## src/common/rename_defs.svh

```systemverilog
/*
 * Rename stage sizes
 * Dimensions of the map table, physical register file, free list and branch stack
 */
`ifndef RENAME_DEFS_SVH
`define RENAME_DEFS_SVH

// Architectural registers and their index width
`define MT_NUM		8
`define AREG_W		3

// Physical registers and tag width
`define PRF_NUM		16
`define PRF_IDX_W	4

// Free list slots
`define FL_NUM		8
// Three index bits plus one wrap bit
`define FL_PTR_W	4

// Branch stack depth with one mask bit per entry
`define BR_NUM		4

`endif

```

## src/common/rename_pkg.sv

```systemverilog
/*
 * Rename stage types
 * Branch commands, map table entries, and the request, response,
 * CDB and commit records shared by the rename blocks
 */
`include "rename_defs.svh"

package rename_pkg;

	// Only one branch operation per cycle
	typedef enum logic [1:0] {
		BR_NONE,
		BR_DISPATCH,
		BR_CORRECT,
		BR_WRONG
	} br_op_t;

	typedef struct packed {
		br_op_t					op;
		logic [`BR_NUM-1:0]		tag;	// One-hot branch mask bit
	} br_cmd_t;

	// Ready bit sits on top of the physical tag
	typedef struct packed {
		logic					rdy;
		logic [`PRF_IDX_W-1:0]	preg;
	} mt_entry_t;

	typedef mt_entry_t [`MT_NUM-1:0] mt_all_t;

	typedef struct packed {
		logic					vld;
		logic [`AREG_W-1:0]		dest_areg;
		logic [`AREG_W-1:0]		src1_areg;
		logic [`AREG_W-1:0]		src2_areg;
	} rename_req_t;

	typedef struct packed {
		logic					vld;
		logic [`PRF_IDX_W-1:0]	dest_preg;
		logic [`PRF_IDX_W-1:0]	old_preg;
		mt_entry_t				src1;
		mt_entry_t				src2;
	} rename_rsp_t;

	// Completion broadcast on the common data bus
	typedef struct packed {
		logic					vld;
		logic [`PRF_IDX_W-1:0]	tag;
	} cdb_t;

	// Old mapping released at retirement
	typedef struct packed {
		logic					vld;
		logic [`PRF_IDX_W-1:0]	preg;
	} commit_t;

endpackage

```

## src/br_stack/br_stack.sv

```systemverilog
/*
 * Branch stack
 * One-hot branch mask allocation and resolution, per-slot dispatch masks,
 * and selection of the checkpoint used for wrong-path recovery
 */
`timescale 1ns/100ps
`include "rename_defs.svh"

module br_stack (
	input	logic						clk,
	input	logic						rst,
	input	rename_pkg::br_cmd_t		br_cmd_i,
	input	rename_pkg::cdb_t			cdb_i,
	input	rename_pkg::mt_all_t		mt_next_i,
	input	logic [`FL_PTR_W-1:0]		fl_head_next_i,
	output	logic [`BR_NUM-1:0]			br_tag_o,
	output	logic						full_o,
	output	logic						rc_vld_o,
	output	rename_pkg::mt_all_t		rc_mt_all_o,
	output	logic [`FL_PTR_W-1:0]		rc_fl_head_o
);

	logic [`BR_NUM-1:0]			mask_r;
	// Mask as it was when each slot's branch was dispatched
	logic [`BR_NUM-1:0]			slot_mask_r [`BR_NUM];
	logic [`BR_NUM-1:0]			free_bit;
	logic [`BR_NUM-1:0]			wrong_mask;
	logic						dispatch;
	rename_pkg::mt_all_t		ent_mt [`BR_NUM];
	logic [`FL_PTR_W-1:0]		ent_head [`BR_NUM];

	// Lowest clear bit, zero once every bit is set
	assign free_bit	= ~mask_r & (mask_r + 1'b1);
	assign full_o	= &mask_r;
	assign dispatch	= (br_cmd_i.op == rename_pkg::BR_DISPATCH) && !full_o;
	assign br_tag_o	= dispatch ? free_bit : '0;
	assign rc_vld_o	= (br_cmd_i.op == rename_pkg::BR_WRONG);

	for (genvar g = 0; g < `BR_NUM; g++) begin : g_ent
		br_stack_ent u_ent (
			.clk			(clk),
			.rst			(rst),
			.mask_bit_i		(mask_r[g]),
			.cdb_i			(cdb_i),
			.bak_mt_i		(mt_next_i),
			.bak_fl_head_i	(fl_head_next_i),
			.rc_mt_all_o	(ent_mt[g]),
			.rc_fl_head_o	(ent_head[g])
		);
	end

	// One-hot select of the resolved slot
	always_comb begin
		rc_mt_all_o		= '0;
		rc_fl_head_o	= '0;
		wrong_mask		= '0;
		for (int i = 0; i < `BR_NUM; i++) begin
			if (br_cmd_i.tag[i]) begin
				rc_mt_all_o		= ent_mt[i];
				rc_fl_head_o	= ent_head[i];
				wrong_mask		= slot_mask_r[i];
			end
		end
	end

	always_ff @(posedge clk) begin
		if (rst) begin
			mask_r <= '0;
			for (int i = 0; i < `BR_NUM; i++) begin
				slot_mask_r[i] <= '0;
			end
		end else begin
			case (br_cmd_i.op)
				rename_pkg::BR_DISPATCH: begin
					// Dispatch while full is dropped
					if (!full_o) begin
						mask_r <= mask_r | free_bit;
						for (int i = 0; i < `BR_NUM; i++) begin
							if (free_bit[i])
								slot_mask_r[i] <= mask_r;
						end
					end
				end
				rename_pkg::BR_CORRECT: begin
					// Also forget the bit in younger slots so a later restore skips it
					mask_r <= mask_r & ~br_cmd_i.tag;
					for (int i = 0; i < `BR_NUM; i++) begin
						slot_mask_r[i] <= slot_mask_r[i] & ~br_cmd_i.tag;
					end
				end
				rename_pkg::BR_WRONG: begin
					// Older mask frees this branch and all younger ones
					mask_r <= wrong_mask;
				end
				default: begin
					mask_r <= mask_r;
				end
			endcase
		end
	end

endmodule

```

## src/br_stack/br_stack_ent.sv

```systemverilog
/*
 * Branch stack entry
 * Tracks the map table and free list head while its mask bit is clear,
 * then holds a frozen checkpoint that still picks up CDB ready bits
 */
`timescale 1ns/100ps
`include "rename_defs.svh"

module br_stack_ent (
	input	logic						clk,
	input	logic						rst,
	input	logic						mask_bit_i,
	input	rename_pkg::cdb_t			cdb_i,
	input	rename_pkg::mt_all_t		bak_mt_i,
	input	logic [`FL_PTR_W-1:0]		bak_fl_head_i,
	output	rename_pkg::mt_all_t		rc_mt_all_o,
	output	logic [`FL_PTR_W-1:0]		rc_fl_head_o
);

	rename_pkg::mt_all_t		cp_mt_r;
	logic [`FL_PTR_W-1:0]		cp_head_r;

	assign rc_mt_all_o	= cp_mt_r;
	assign rc_fl_head_o	= cp_head_r;

	always_ff @(posedge clk) begin
		if (rst) begin
			cp_mt_r		<= '0;
			cp_head_r	<= '0;
		end else if (mask_bit_i) begin
			// Frozen copy, only ready bits move
			for (int i = 0; i < `MT_NUM; i++) begin
				if (cdb_i.vld && (cp_mt_r[i].preg == cdb_i.tag))
					cp_mt_r[i].rdy <= 1'b1;
			end
		end else begin
			// Free slot follows the next state every cycle
			cp_mt_r		<= bak_mt_i;
			cp_head_r	<= bak_fl_head_i;
		end
	end

endmodule

```

## src/rtl/free_list.sv

```systemverilog
/*
 * Free list
 * Circular queue of free physical tags with wrap-bit pointers
 * Branch recovery rewinds the head while the tail keeps every commit
 */
`timescale 1ns/100ps
`include "rename_defs.svh"

module free_list (
	input	logic						clk,
	input	logic						rst,
	input	logic						pop_i,
	input	rename_pkg::commit_t		commit_i,
	input	logic						rc_vld_i,
	input	logic [`FL_PTR_W-1:0]		rc_head_i,
	output	logic [`PRF_IDX_W-1:0]		head_preg_o,
	output	logic						empty_o,
	output	logic [`FL_PTR_W-1:0]		head_next_o
);

	localparam int unsigned PW = `PRF_IDX_W;
	localparam int unsigned IW = `FL_PTR_W - 1;

	logic [PW-1:0]				slot_r [`FL_NUM];
	logic [`FL_PTR_W-1:0]		head_r;
	logic [`FL_PTR_W-1:0]		tail_r;
	logic [`FL_PTR_W-1:0]		head_nxt;

	// Same index and same wrap bit means nothing left
	assign empty_o		= (head_r == tail_r);
	assign head_preg_o	= slot_r[head_r[IW-1:0]];

	always_comb begin
		head_nxt = head_r;
		if (rc_vld_i)
			head_nxt = rc_head_i;
		else if (pop_i)
			head_nxt = head_r + 1'b1;
	end

	// Checkpoints capture the head after this cycle's pop
	assign head_next_o = head_nxt;

	always_ff @(posedge clk) begin
		if (rst) begin
			head_r <= '0;
			// Tail one lap ahead, queue starts full
			tail_r <= `FL_PTR_W'(`FL_NUM);
			for (int i = 0; i < `FL_NUM; i++) begin
				slot_r[i] <= PW'(`MT_NUM + i);
			end
		end else begin
			head_r <= head_nxt;
			// Released tag goes behind the remaining free tags
			if (commit_i.vld) begin
				slot_r[tail_r[IW-1:0]]	<= commit_i.preg;
				tail_r					<= tail_r + 1'b1;
			end
		end
	end

endmodule

```

## src/rtl/map_table.sv

```systemverilog
/*
 * Map table
 * Architectural to physical mapping with ready bits, CDB forwarding on lookup,
 * and a next-state view that the branch checkpoints follow
 */
`timescale 1ns/100ps
`include "rename_defs.svh"

module map_table (
	input	logic						clk,
	input	logic						rst,
	input	rename_pkg::rename_req_t	req_i,
	input	logic [`PRF_IDX_W-1:0]		new_preg_i,
	input	logic						alloc_i,
	input	rename_pkg::cdb_t			cdb_i,
	input	logic						rc_vld_i,
	input	rename_pkg::mt_all_t		rc_mt_all_i,
	output	rename_pkg::mt_entry_t		src1_o,
	output	rename_pkg::mt_entry_t		src2_o,
	output	logic [`PRF_IDX_W-1:0]		old_preg_o,
	output	rename_pkg::mt_all_t		mt_next_o
);

	localparam int unsigned PW = `PRF_IDX_W;

	rename_pkg::mt_all_t	mt_r;
	rename_pkg::mt_all_t	mt_nxt;

	// Mark an entry ready when the broadcast tag matches it
	function automatic rename_pkg::mt_entry_t cdb_fwd(
		input rename_pkg::mt_entry_t	ent,
		input rename_pkg::cdb_t			cdb
	);
		rename_pkg::mt_entry_t res;
		res = ent;
		if (cdb.vld && (cdb.tag == ent.preg))
			res.rdy = 1'b1;
		return res;
	endfunction

	// Sources read the current table, before this cycle's destination write
	assign src1_o		= cdb_fwd(mt_r[req_i.src1_areg], cdb_i);
	assign src2_o		= cdb_fwd(mt_r[req_i.src2_areg], cdb_i);
	assign old_preg_o	= mt_r[req_i.dest_areg].preg;

	always_comb begin
		// Recovery replaces the whole table
		mt_nxt = rc_vld_i ? rc_mt_all_i : mt_r;
		// Broadcast applies on top of a restored copy as well
		for (int i = 0; i < `MT_NUM; i++) begin
			mt_nxt[i] = cdb_fwd(mt_nxt[i], cdb_i);
		end
		// New destination is pending until its CDB broadcast
		if (alloc_i) begin
			mt_nxt[req_i.dest_areg].rdy		= 1'b0;
			mt_nxt[req_i.dest_areg].preg	= new_preg_i;
		end
	end

	assign mt_next_o = mt_nxt;

	always_ff @(posedge clk) begin
		if (rst) begin
			// Identity mapping, all ready
			for (int i = 0; i < `MT_NUM; i++) begin
				mt_r[i].rdy		<= 1'b1;
				mt_r[i].preg	<= PW'(i);
			end
		end else begin
			mt_r <= mt_nxt;
		end
	end

endmodule

```

## src/rtl/rename_top.sv

```systemverilog
/*
 * Rename stage top level
 * Map table, free list and branch stack with allocation gated by stall
 */
`timescale 1ns/100ps
`include "rename_defs.svh"

module rename_top (
	input	logic						clk,
	input	logic						rst,
	input	rename_pkg::rename_req_t	req_i,
	input	rename_pkg::br_cmd_t		br_cmd_i,
	input	rename_pkg::cdb_t			cdb_i,
	input	rename_pkg::commit_t		commit_i,
	output	rename_pkg::rename_rsp_t	rsp_o,
	output	logic [`BR_NUM-1:0]			br_tag_o,
	output	logic						stall_o,
	output	logic						br_full_o
);

	logic						alloc;
	logic						fl_empty;
	logic [`PRF_IDX_W-1:0]		new_preg;
	logic [`PRF_IDX_W-1:0]		old_preg;
	rename_pkg::mt_entry_t		src1;
	rename_pkg::mt_entry_t		src2;
	rename_pkg::mt_all_t		mt_next;
	logic [`FL_PTR_W-1:0]		fl_head_next;
	logic						rc_vld;
	rename_pkg::mt_all_t		rc_mt_all;
	logic [`FL_PTR_W-1:0]		rc_fl_head;

	// Rename goes ahead only with a free tag at the head
	assign alloc	= req_i.vld && !fl_empty;
	assign stall_o	= fl_empty;

	// Response in the request cycle
	assign rsp_o.vld		= alloc;
	assign rsp_o.dest_preg	= new_preg;
	assign rsp_o.old_preg	= old_preg;
	assign rsp_o.src1		= src1;
	assign rsp_o.src2		= src2;

	map_table u_map_table (
		.clk			(clk),
		.rst			(rst),
		.req_i			(req_i),
		.new_preg_i		(new_preg),
		.alloc_i		(alloc),
		.cdb_i			(cdb_i),
		.rc_vld_i		(rc_vld),
		.rc_mt_all_i	(rc_mt_all),
		.src1_o			(src1),
		.src2_o			(src2),
		.old_preg_o		(old_preg),
		.mt_next_o		(mt_next)
	);

	free_list u_free_list (
		.clk			(clk),
		.rst			(rst),
		.pop_i			(alloc),
		.commit_i		(commit_i),
		.rc_vld_i		(rc_vld),
		.rc_head_i		(rc_fl_head),
		.head_preg_o	(new_preg),
		.empty_o		(fl_empty),
		.head_next_o	(fl_head_next)
	);

	br_stack u_br_stack (
		.clk			(clk),
		.rst			(rst),
		.br_cmd_i		(br_cmd_i),
		.cdb_i			(cdb_i),
		.mt_next_i		(mt_next),
		.fl_head_next_i	(fl_head_next),
		.br_tag_o		(br_tag_o),
		.full_o			(br_full_o),
		.rc_vld_o		(rc_vld),
		.rc_mt_all_o	(rc_mt_all),
		.rc_fl_head_o	(rc_fl_head)
	);

endmodule

```

## config.mk

```make
export PLATFORM = sky130hd
export DESIGN_NAME = rename_top
export DESIGN_NICKNAME = d
export VERILOG_FILES = /design/src/common/rename_pkg.sv /design/src/br_stack/br_stack.sv /design/src/br_stack/br_stack_ent.sv /design/src/rtl/free_list.sv /design/src/rtl/map_table.sv /design/src/rtl/rename_top.sv
export VERILOG_INCLUDE_DIRS = /design/src /design/src/common
export SDC_FILE = /design/constraint.sdc
export NUM_CORES = 1
export LEC_CHECK = 0
export BUFFER_PORTS_ARGS = -buffer_cell sky130_fd_sc_hd__buf_2
export CAP_MARGIN = 20
export CORE_ASPECT_RATIO = 1.5
export CORE_MARGIN = 5
export CORE_UTILIZATION = 68
export DETAILED_ROUTE_END_ITERATION = 16
export PLACE_DENSITY_LB_ADDON = 0.12
export RECOVER_POWER = 50
export SLEW_MARGIN = 20
export SYNTH_ARGS = -nofsm -noshare
export SYNTH_HDL_FRONTEND = slang
export SYNTH_SLANG_ARGS = --single-unit
```

## constraint.sdc

```tcl
create_clock -name clk -period 6.15 [get_ports clk]
set_clock_uncertainty 0.1 [all_clocks]
set_input_delay 0.615 -clock clk [delete_from_list [all_inputs] [get_ports clk]]
set_output_delay 0.615 -clock clk [all_outputs]
set_load 0.02 [all_outputs]
```

# Word-level counts from Yosys, hierarchy flattened
# Memories as Yosys holds them, arrays and structs flattened. A register that Yosys moved wholly into a read port is not among the register bits.
# Index checks and enable logic that the tools add are counted.
# classes
n_addsub	3
multipliers	0
div	0
n_lt_le_gt_ge	4
n_eq_ne	79
n_shift	0
n_mux	145
bitwise_logic	17
reduce_logical	51
# op_table
cell	count
40-bit two-way mux	6
4-bit == test	43
1-bit two-way mux	103
4-bit two-way mux	23
40-bit bitwise mux	2
2-bit != test (second input constant)	33
5-bit binary-select mux with 3-bit select	3
1-bit logical AND	45
5-bit demux with 3-bit select	2
4-bit bitwise AND	6
5-bit two-way mux	3
4-bit by 1-bit adder with 4-bit output (second input constant)	3
3-bit by 4-bit < comparator with 1-bit output (second input constant)	3
4-bit case mux with 3 select lines	1
4-bit inverter	2
1-bit bitwise OR	8
3-bit two-way mux	2
2-bit == test (second input constant)	2
4-bit bitwise OR	1
4-bit AND reduction	1
4-bit OR reduction	1
3-bit by 1-bit >= comparator with 1-bit output (second input constant)	1
3-bit nonzero test	1
2-bit by 1-bit == test with 1-bit output (second input constant)	1
other kinds (2)	3
# word_totals
ff_bits	228
latch_bits	0
ramBits	48
romBits	0
in_bits	28
out_inout_bits	25
word_cells	388
n_memories	2
# memory_table
name	words	width	read_ports	rd_ports_with_merged_regs	wr	line_no	rtl
u_free_list.slot_r	8	4	1	1	8	free_list.sv:24	logic [PW-1:0] slot_r [`FL_NUM];
u_br_stack.slot_mask_r	4	4	4	0	4	br_stack.sv:25	logic [`BR_NUM-1:0] slot_mask_r [`BR_NUM];

# Depth between registers and ports, before layout
# Gate-level depths: netlist of the first run.
# depth
word_depth	12
mapped_depth	11
depth_no_buf	7

# Hierarchy
# From an unflattened synthesis of the first run, not the netlist that was laid out.
# hier_totals
cells_unflattened	1617
area_unflattened_um2	15825.2
# modules_own_cells
module	n_inst	cells_each	area_per_inst_um2	seq_area_each_um2
br_stack_ent	4	187	1976.9	880.8
map_table	1	372	3443.3	800.8
br_stack	1	337	2448.6	560.5
free_list	1	158	2004.4	1121.1
rename_top	1	2	21.3	0.0

# Least setup slack after synthesis of the first run
# Ideal clock, no wire load.
# synth_timing
kind	input port to output port
startpoint	input req_i[4] (netlist bit)
endpoint	output rsp_o[9] (netlist bit)
arrival_ns	2.517
required_time_ns	5.435
path_slack_ns	2.918
cell_stages	6
n_path_buf	1
path_cell_list	buf_2 > mux4_2 > mux2_2 > xnor2_1 > nand3_1 > o31ai_1
# synth_rtl
item	line_no	rtl
start, declared	rename_top.sv:11	input rename_pkg::rename_req_t req_i,
end, declared	rename_top.sv:15	output rename_pkg::rename_rsp_t rsp_o,

# Worst setup path in the final report of the first run
# layout_timing
startpoint	input br_cmd_i[4] (netlist bit)
endpoint	register u_br_stack.g_ent[1].u_ent.cp_mt_r, in the netlist u_br_stack.g_ent[1].u_ent.rc_mt_all_o[14]
# layout_between
elab_chain_cells	9
# layout_lines
item	line_no	rtl
start, declared	rename_top.sv:12	input rename_pkg::br_cmd_t br_cmd_i,
2-bit == test *	br_stack.sv:37	assign rc_vld_o = (br_cmd_i.op == rename_pkg::BR_WRONG);
40-bit two-way mux *	map_table.sv:48	mt_nxt = rc_vld_i ? rc_mt_all_i : mt_r;
4-bit == test	map_table.sv:36	if (cdb.vld && (cdb.tag == ent.preg))
1-bit logical AND	map_table.sv:36	
1-bit two-way mux *	map_table.sv:36	
40-bit bitwise mux	map_table.sv:55	mt_nxt[req_i.dest_areg].rdy = 1'b0;
40-bit bitwise mux	map_table.sv:56	mt_nxt[req_i.dest_areg].preg = new_preg_i;
40-bit two-way mux *	map_table.sv:54	if (alloc_i) begin
1-bit two-way mux *	br_stack_ent.sv:30	end else if (mask_bit_i) begin
end signal, assigned	br_stack_ent.sv:38	cp_mt_r <= bak_mt_i;
end, declared	br_stack_ent.sv:20	rename_pkg::mt_all_t cp_mt_r;
# Mark *: on every way between the ends. The rest lies on a longest branch, timed or not.
# A chain may end at the register's enable or synchronous reset.

==> results of run 1 <==
-- registers in the layout (all words and copies together), names as in the netlist --
| register | count |
|---|---|
| u_br_stack.g_ent.u_ent.rc_fl_head_o | 16 |
| u_br_stack.g_ent.u_ent.rc_mt_all_o | 160 |
| u_br_stack.mask_r | 4 |
| u_br_stack.slot_mask_r | 16 |
| u_free_list.head_r | 4 |
| u_free_list.slot_r | 32 |
| u_free_list.tail_r | 4 |
| u_map_table.mt_r | 40 |
-- logic make-up after synthesis --
kind of cell | synth area share
xor gates and xnor gates | 0.0861
and+or+nand+nor | 0.179
muxes | 0.0944
buffers and inverters | 0.0587
adders and majority gates | 0.00150
AOI/OAI and AO/OA | 0.220
DFF | 0.361
-- power by group --
part,total (mW),leakage (nW),internal (mW),switching (mW)
clock network,1.73,0.447,1.00,0.729
logic,1.04,4.07,0.406,0.630
registers,2.18,2.33,2.00,0.175
-- how the worst max path moves through the flow --
stage	startpoint	to	depth (start not counted)
floorplan	req_i[4]	rsp_o[9]	6
global placement	br_cmd_i[4]	u_br_stack.g_ent[1].u_ent.rc_mt_all_o[14]$_SDFFE_PP0P_	8
detailed placement	br_cmd_i[4]	u_br_stack.g_ent[1].u_ent.rc_mt_all_o[14]$_SDFFE_PP0P_	8
CTS	u_free_list.head_r[0]$_SDFF_PP0_	rsp_o[15]	4
global route	br_cmd_i[4]	u_br_stack.g_ent[1].u_ent.rc_mt_all_o[14]$_SDFFE_PP0P_	8
finish	br_cmd_i[4]	u_br_stack.g_ent[1].u_ent.rc_mt_all_o[14]$_SDFFE_PP0P_	8
-- routing by layer --
layer | vias up | global-route usage | part of all wire
met3 | 336 | 0.0775 | 0.10
li1 | 6709 | - | -
met1 | 7203 | 0.456 | 0.35
met4 | 0 | 0.278 | 0.087
met2 | 998 | 0.611 | 0.46
met5 | - | 0 | 0
-- cell usage in the layout (no fill, tap or decap), types with 25 or more instances in the layout --
cell type  count
nand3_1       28
a21oi_1      119
mux2i_1       63
clkbuf_16     27
o21a_1        85
a211oi_1      53
inv_1         51
edfxtp_1      48
xnor2_1       63
nand2_1      172
buf_4         25
xor2_1        96
mux4_2        32
buf_2         40
nand3b_1      30
o21ai_0       45
nor3_1        42
dfxtp_1      225
o22ai_1       28
nand2b_1      40
nor2_1       146
-- cell type report --
type	instances	area share
Multi-Input combinational cell	1386	0.547
Sequential cell	276	0.341
Clock buffer	36	0.0416
Timing Repair Buffer	80	0.0252
Tap cell	324	0.0230
Inverter	55	0.0117
Clock inverter	13	0.00988
Antenna cell	1	0.000142
-- critical path: stages --
cell,delay (ns)
clkbuf_1,0.90
and2_2,0.94
clkbuf_1,0.91
o221ai_1,0.21
nor4bb_1,0.36
nand4_1,0.15
nor4b_2,0.53
o311a_1,0.24
-- stage by stage --
step	std cells	hold slack, ns
after global routing	2170	0.287
after global placement	2121	0.348
after CTS	2170	0.270
final	2171	0.279
after detailed placement	2121	0.360
after floorplan	1884	0.341
==> flow_metrics.tcl, run 1 <==
set metrics [dict create \
    finalWorstSetupSlack_ns 1.63 \
    yosysMostFrequentCell "dfxtp_1" \
    worstPathArrival_ns 4.90 \
    cts_buffer_depth 3 \
    area_delta_synth_final_pct 5.80 \
    status "complete, but fails checks" \
    core-area_um2 24300 \
    crit_type "in -> reg" \
    via_per_inst 7.02 \
    crit_required_ns 6.53 \
    fp.dieH_um 202 \
    synth-edff-count 48 \
    drtIter0Drc 1757 \
    slew_headroom -1.61 \
    drive_gt1_frac 0.105 \
    first_global_vias 15300 \
    track_usage 0.385 \
    clk_pin_slew_ns 0.06 \
    cts.sinks 276 \
    holdPathStages 2 \
    cp-start-kind "primary input" \
    tightest_slew_ns 3.91 \
    numCtsBuffers 27 \
    fmax_mhz 221 \
    synth-async-reset-ratio 0 \
    synth-seq-cells 276 \
    syn-num-nets 1914 \
    yosysSeqAreaShare 0.361 \
    violations "max-capacitance violations, max-slew violations" \
    ff_latch_area_um2 6010 \
    clock_latency_ns 0.55 \
    cap_violations 3 \
    synth_largest_area_cell "dfxtp_1" \
    grt_max_degree 84 \
    cts_setup_buffers 0 \
    initial_core_util 0.686 \
    worstHoldEndpoint "u_free_list.slot_r[0][1]$_SDFFCE_PN0P_" \
    rr_worst_depth 7 \
    route.detailed.drc 0 \
    final_max_slew_viol_count 167 \
    ios 53 \
    setup-tns-final_ns 0 \
    nNetsFinal 1856 \
    synth_top_cell_area_share 0.274 \
    min_period_over_period 0.734 \
    grt_pass1_wl_um 83800 \
    synth.top_cells.by_count "dfxtp_1, nand2_1, nor2_1" \
    yosys_warnings 0 \
    fillerInstances 1941 \
    postCtsResizedCells 0 \
    period_needed_ns 4.52 \
    power-per-cell-area_nw_per_um2 281 \
    synth_flop_cell "dfxtp_1" \
    post-dp-hpwl_um 35000 \
    end_kind "flip-flop" \
    setup_viol 0 \
    path_max_fanout 46 \
    synth_cell_types 86 \
    cts.hold.buffers_added 0 \
    cts_max_level 1 \
    place_ws_ns 2.36 \
    synth_area_per_cell_um2 8.83 \
    final_area_um2 17600 \
    post_dp_cell_area_um2 16800 \
    vias 15200 \
    hp-class "in -> reg" \
    timing.rr.end "u_br_stack.g_ent[2].u_ent.rc_mt_all_o[35]$_SDFFE_PP0N_" \
    overflow 0 \
    hold_start "commit_i[1]" \
    netlist_area_um2 16600 \
    antenna_left 0 \
    multi_input_area_um2 9630 \
    reg2reg_from "u_free_list.head_r[0]$_SDFF_PP0_" \
    netlist_instances 1884 \
    routedWlPerCell_um 24.9 \
    peakVddDrop_v 0.000285 \
    fp.dieW_um 138 \
    cts_tree "built" \
    hold_viol 0 \
    post-route-util 0.726 \
    antenna_found_initial 0 \
    rrSetupSlack_ns 2.19 \
    drt-total-wl_um 54200 \
    port_buffers 52 \
    die_area_um2 27800 \
    rsz0062_at_grt "no" \
    gp_congestion 0.993 \
    total_power_mw 4.94 \
    p_leak_nw 6.84 \
    firstDrtPassIters 6 \
    root_buffer "clkbuf_16" \
    synthTopCellsByArea "dfxtp_1, edfxtp_1, xor2_1, mux4_2, nand2_1" \
    rows 70 \
]
No activity file was read; power rests on OpenSTA's default activity.
==> inputs of run 2 (changes only) <==
Settings changed: ABC_AREA from default to 1, CORE_UTILIZATION 68 to 57.
Clock period 6.15 ns to 3.7 ns, I/O delays scaled along.
==> flow_metrics.tcl, run 2 <==
set metrics [dict create \
    synth_largest_area_cell "dfxtp_1" \
    tightest_slew_ns 0.998 \
    synth_adder_area_share 0.00154 \
    power-per-cell-area_nw_per_um2 476 \
    synth_area_per_cell_um2 6.65 \
    via_per_inst 6.06 \
    overflow 0 \
    postCtsResizedCells 0 \
    antenna_left 0 \
    holdPathStages 3 \
    cts.sinks 276 \
    synthXorXnorAreaFrac 0.0221 \
    synth-simple-area-share 0.230 \
    antennaDiodeCount 0 \
    ios 53 \
    fmax_mhz 314 \
    cts_tree "built" \
    synth_flop_cell "dfxtp_1" \
    crit_path_end "u_br_stack.g_ent[0].u_ent.rc_mt_all_o[19]$_SDFFE_PP0P_" \
    port_buffers 52 \
    layout_commonest_cell "nand2_1" \
    numCtsBuffers 28 \
    drt-total-wl_um 56200 \
    setup_viol 0 \
    fp.dieW_um 148 \
    area_delta_synth_final_pct 7.18 \
    status "finished clean" \
    vias 16700 \
    synth_top_family_by_area "compound AO/OA/AOI/OAI gates" \
    synthTopCellsByArea "dfxtp_1, nand2_1, a21oi_1, edfxtp_1, inv_1" \
    synth_cell_types 46 \
    synth-edff-count 48 \
    synth_compound_area_frac 0.249 \
    clk_pin_slew_ns 0.06 \
    slew_headroom 0.334 \
    grt_pass1_wl_um 86400 \
    cts_max_level 1 \
    fillerInstances 2648 \
    grt_max_degree 130 \
    root_buffer "clkbuf_16" \
    netlist_area_um2 16200 \
    place_ws_ns 1.12 \
    synth-async-reset-ratio 0 \
    largest_reg_flops 160 \
    drive_gt1_frac 0.0734 \
    fp.dieH_um 217 \
    hp-class "in -> reg" \
    end_kind "flip-flop" \
    initial_core_util 0.578 \
    rows 75 \
    netlist_instances 2437 \
    crit_type "in -> reg" \
    synth-seq-cells 276 \
    total_power_mw 8.27 \
    cts_setup_buffers 0 \
    core-area_um2 28100 \
    nNetsFinal 2418 \
    rsz0062_at_grt "no" \
    reg2reg_from "u_free_list.head_r[0]$_SDFF_PP0_" \
    finalWorstSetupSlack_ns 0.518 \
    final_max_slew_viol_count 0 \
    post-route-util 0.619 \
    period_needed_ns 3.18 \
    synth.top_cells.by_count "nand2_1, inv_1, a21oi_1" \
    p_leak_nw 8.16 \
    syn-num-nets 2467 \
    final_cell_mix "nand2_1, inv_1, a21oi_1" \
    critPathLaunch "br_cmd_i[5]" \
    routedWlPerCell_um 20.4 \
    gp_congestion 0.975 \
    post-dp-hpwl_um 36500 \
    die_area_um2 32000 \
    yosysSeqAreaShare 0.370 \
    crit_required_ns 4.09 \
    track_usage 0.340 \
    route.detailed.drc 0 \
    min_period_over_period 0.860 \
    first_global_vias 15600 \
    setup-tns-final_ns 0 \
    worstPathArrival_ns 3.57 \
    peakVddDrop_v 0.000379 \
    drtIter0Drc 1678 \
    synthMuxAreaShare 0 \
    cp-start-kind "primary input" \
    yosysMostFrequentCell "nand2_1" \
    cap_violations 0 \
    antenna_found_initial 0 \
    clock_latency_ns 0.58 \
    synth_top_cell_area_share 0.281 \
    cts_buffer_depth 3 \
    hold_viol 0 \
    path_max_fanout 26 \
    firstDrtPassIters 6 \
    yosys_warnings 0 \
    rrSetupSlack_ns 0.96 \
    timing.rr.end "u_br_stack.g_ent[0].u_ent.rc_mt_all_o[13]$_SDFFE_PP0N_" \
    rr_worst_depth 9 \
]
-- run 2: cell count changes in the layout (fill, tap and decap cells not counted), sizes merged, moves of 53 or more --
| cell | previous run | this run |
|---|---|---|
| inv | 53 | 349 |
| a211oi | 56 | 1 |
| o21ai | 45 | 265 |
| xor2 | 96 | 29 |
| nand3 | 28 | 141 |
| o21a | 85 | 0 |
| xnor2 | 65 | 12 |
| a21oi | 119 | 319 |
| nand2 | 172 | 484 |
| mux2i | 66 | 0 |
-- run 2: worst min path at each step --
stage / end / slack (ns) / start
floorplan: u_free_list.tail_r[3]$_SDFFE_PP1P_ / 0.37 / u_free_list.tail_r[3]$_SDFFE_PP1P_
global placement: u_free_list.tail_r[3]$_SDFFE_PP1P_ / 0.39 / u_free_list.tail_r[3]$_SDFFE_PP1P_
detailed placement: u_free_list.tail_r[3]$_SDFFE_PP1P_ / 0.41 / u_free_list.tail_r[3]$_SDFFE_PP1P_
CTS: u_br_stack.mask_r[3]$_SDFFE_PP0P_ / 0.05 / br_cmd_i[4]
global route: u_br_stack.mask_r[3]$_SDFFE_PP0P_ / 0.10 / br_cmd_i[4]
finish: u_br_stack.mask_r[3]$_SDFFE_PP0P_ / 0.06 / br_cmd_i[4]
-- run 2: critical path: stages --
cell and delay (ns):
dlygate4sd3_1 0.53, clkbuf_1 0.21, nand2_1 0.44, inv_1 0.91, or2_2 0.25, a21boi_1 0.19, nor2_1 0.06, nor2_1 0.13
nand3_1 0.08, nand2_1 0.06, nand2_1 0.15, a21oi_1 0.17
-- run 2: metal layers --
| metal | global-route usage | vias up | wire [um] |
|---|---|---|---|
| met1 | 0.387 | 7614 | 20100 |
| met3 | 0.0422 | 263 | 4180 |
| met5 | 0 | - | 0 |
| met4 | 0.236 | 0 | 4650 |
| li1 | - | 7951 | - |
| met2 | 0.590 | 879 | 27300 |
-- run 2: through the flow --
stage / hold WS [ns] / instance area [um2] / instances
after floorplan: 0.373 / 16200 / 2437
after global placement: 0.390 / 16500 / 2702
after detailed placement: 0.408 / 16500 / 2702
after CTS: 0.0463 / 17400 / 2756
after global routing: 0.102 / 17400 / 2756
final: 0.0563 / 17400 / 2756
-- run 2: cells by family (layout without fill, tap and decap cells) --
kind of cell    count (synthesis)  count (layout)
simple gates                  864             864
compound gates                740             740
buf+inv                       514             487
flops                         276             276
xor+xnor                       41              41
fa+ha+maj                       2               2
-- run 2: where the power goes --
part,switching [mW],leakage [nW],internal [mW],total (mW)
Clock,1.27,0.472,1.72,2.99
Sequential,0.228,2.33,3.34,3.57
Combinational,1.20,5.35,0.514,1.71
Total,2.70,8.16,5.57,8.27
-- run 2: repair_timing --
action                                 4_1_cts  5_1_grt
hold buffers                                 2        0
endpoints found under the hold margin        2        0
setup endpoints to repair                    0        0
-- run 2: layout make-up --
class                   instances  area [um2]  area share
flip-flops and latches        276        6010       0.346
well taps                     346         433      0.0249
multi-input cells            1647        8130       0.468
repair buffers                 84         539      0.0310
inverters                     351        1320      0.0759
clock buffers                  38         800      0.0460
clock inverters                14         148     0.00849
==> inputs of run 3 (changes only) <==
Settings changed: ABC_AREA 1 to 0.
==> flow_metrics.tcl, run 3 (synthesis results as in run 1) <==
set metrics [dict create \
    rows 76 \
    end_kind "output pin" \
    fillerInstances 2603 \
    hold_viol 0 \
    power-per-cell-area_nw_per_um2 459 \
    area_delta_synth_final_pct 8.45 \
    final_cell_mix "dfxtp_1, nand2_1, nor2_1" \
    antenna_left 0 \
    drtIter0Drc 1373 \
    clock_latency_ns 0.58 \
    fp.dieW_um 150 \
    cp-start-kind "flip-flop" \
    crit_type "reg -> out" \
    swShare 0.314 \
    p_int_mw 5.68 \
    post-dp-hpwl_um 38400 \
    routedWlPerCell_um 24.9 \
    tightest_slew_ns 1.24 \
    postCtsResizedCells 0 \
    p_leak_nw 7.03 \
    root_buffer "clkbuf_16" \
    track_usage 0.340 \
    antenna_found_initial 1 \
    hp-class "in -> reg" \
    setup-tns-final_ns 0 \
    firstDrtPassIters 6 \
    fp.dieH_um 219 \
    rsz0062_at_grt "no" \
    layout_commonest_cell "dfxtp_1" \
    cap_violations 0 \
    clk_pin_slew_ns 0.06 \
    numCtsBuffers 28 \
    status "finished clean" \
    crit_required_ns 3.23 \
    setup_viol 0 \
    combinationalPowerShare 0.214 \
    p_seq_frac 0.436 \
    ios 53 \
    initial_core_util 0.577 \
    cts_buffer_depth 3 \
    core-area_um2 28800 \
    vias 15100 \
    cts.hold.buffers_added 0 \
    final_max_slew_viol_count 0 \
    power.switching_mw 2.60 \
    cts_tree "built" \
    fmax_mhz 288 \
    clock_power_share 0.350 \
    path_max_fanout 8 \
    min_period_over_period 0.938 \
    port_buffers 52 \
    grt_max_degree 166 \
    drive_gt1_frac 0.117 \
    via_per_inst 6.62 \
    cts.sinks 276 \
    final_area_um2 18000 \
    peakVddDrop_v 0.000404 \
    drt-total-wl_um 56600 \
    post-route-util 0.626 \
    slew_headroom 0.174 \
    worstPathArrival_ns 3.00 \
    gp_congestion 1.02 \
    die_area_um2 32800 \
    overflow 0 \
    post_dp_cell_area_um2 17200 \
    cts_max_level 1 \
    nNetsFinal 1893 \
    period_needed_ns 3.47 \
    route.detailed.drc 0 \
    cts_setup_buffers 0 \
    first_global_vias 14800 \
    largest_reg_flops 160 \
    grt_pass1_wl_um 86700 \
]
==> run 3: path summary, 6_finish.rpt <==
kind              cells after the start                                                   start  slack (ns)                                                endpoint
hold / removal                        2                                             commit_i[1]        0.01                  u_free_list.slot_r[0][1]$_SDFFCE_PN0P_
setup / recovery                      5                        u_free_list.head_r[0]$_SDFF_PP0_        0.23                                               rsp_o[16]
hold reg to reg                       2  u_br_stack.g_ent[3].u_ent.rc_fl_head_o[2]$_SDFFE_PP0N_        0.37  u_br_stack.g_ent[3].u_ent.rc_fl_head_o[2]$_SDFFE_PP0N_
setup reg to reg                      7                        u_free_list.head_r[0]$_SDFF_PP0_        0.60   u_br_stack.g_ent[0].u_ent.rc_mt_all_o[2]$_SDFFE_PP0N_
==> run 3: layout make-up <==
cell class,instances,area [um2],share of cell area
clock buffer,33,754,0.0418
inverter,55,206,0.0114
timing repair buffer,116,776,0.0430
multi-input combinational,1386,9640,0.534
antenna,1,2.50,0.000139
tap,390,488,0.0270
sequential,276,6010,0.333
clock inverter,19,165,0.00915
==> run 3: routing by layer <==
layer | wire, um | vias to the layer above | global-route usage | share of wire
li1 | - | 6765 | - | -
met1 | 20800 | 7242 | 0.405 | 0.37
met2 | 27200 | 825 | 0.579 | 0.48
met3 | 4810 | 230 | 0.0514 | 0.085
met4 | 3850 | 0 | 0.195 | 0.068
met5 | 0 | - | 0 | 0
==> run 3: worst max-delay path, cell delays in order, from the launching register on <==
cell and delay, ns:
dfxtp_1 0.48, buf_4 0.26, mux4_2 0.54, mux2i_2 0.56
inv_1 0.33, buf_2 0.25
==> run 3: metrics by stage <==
stage / setup WS [ns] / hold slack [ns] / std cells / power (mW)
3_5_place_dp: 0.615 / 0.355 / 2223 / 5.41
3_3_place_gp: 0.738 / 0.350 / 2223 / 5.38
2_1_floorplan: 0.958 / 0.341 / 1884 / 4.84
6_report: 0.229 / 0.0111 / 2276 / 8.29
4_1_cts: 0.316 / 0.00000400 / 2275 / 8.27
5_1_grt: 0.142 / 0.0322 / 2276 / 8.59
==> run 3: power groups by stage <==
| stage | Combinational (mW) | Clock (mW) | Sequential [mW] |
|---|---|---|---|
| floorplan | 1.30 | 0 | 3.55 |
| global placement | 1.72 | 0 | 3.66 |
| detailed placement | 1.74 | 0 | 3.66 |
| CTS | 1.75 | 2.92 | 3.60 |
| global route | 1.90 | 3.05 | 3.64 |
| finish | 1.77 | 2.90 | 3.62 |
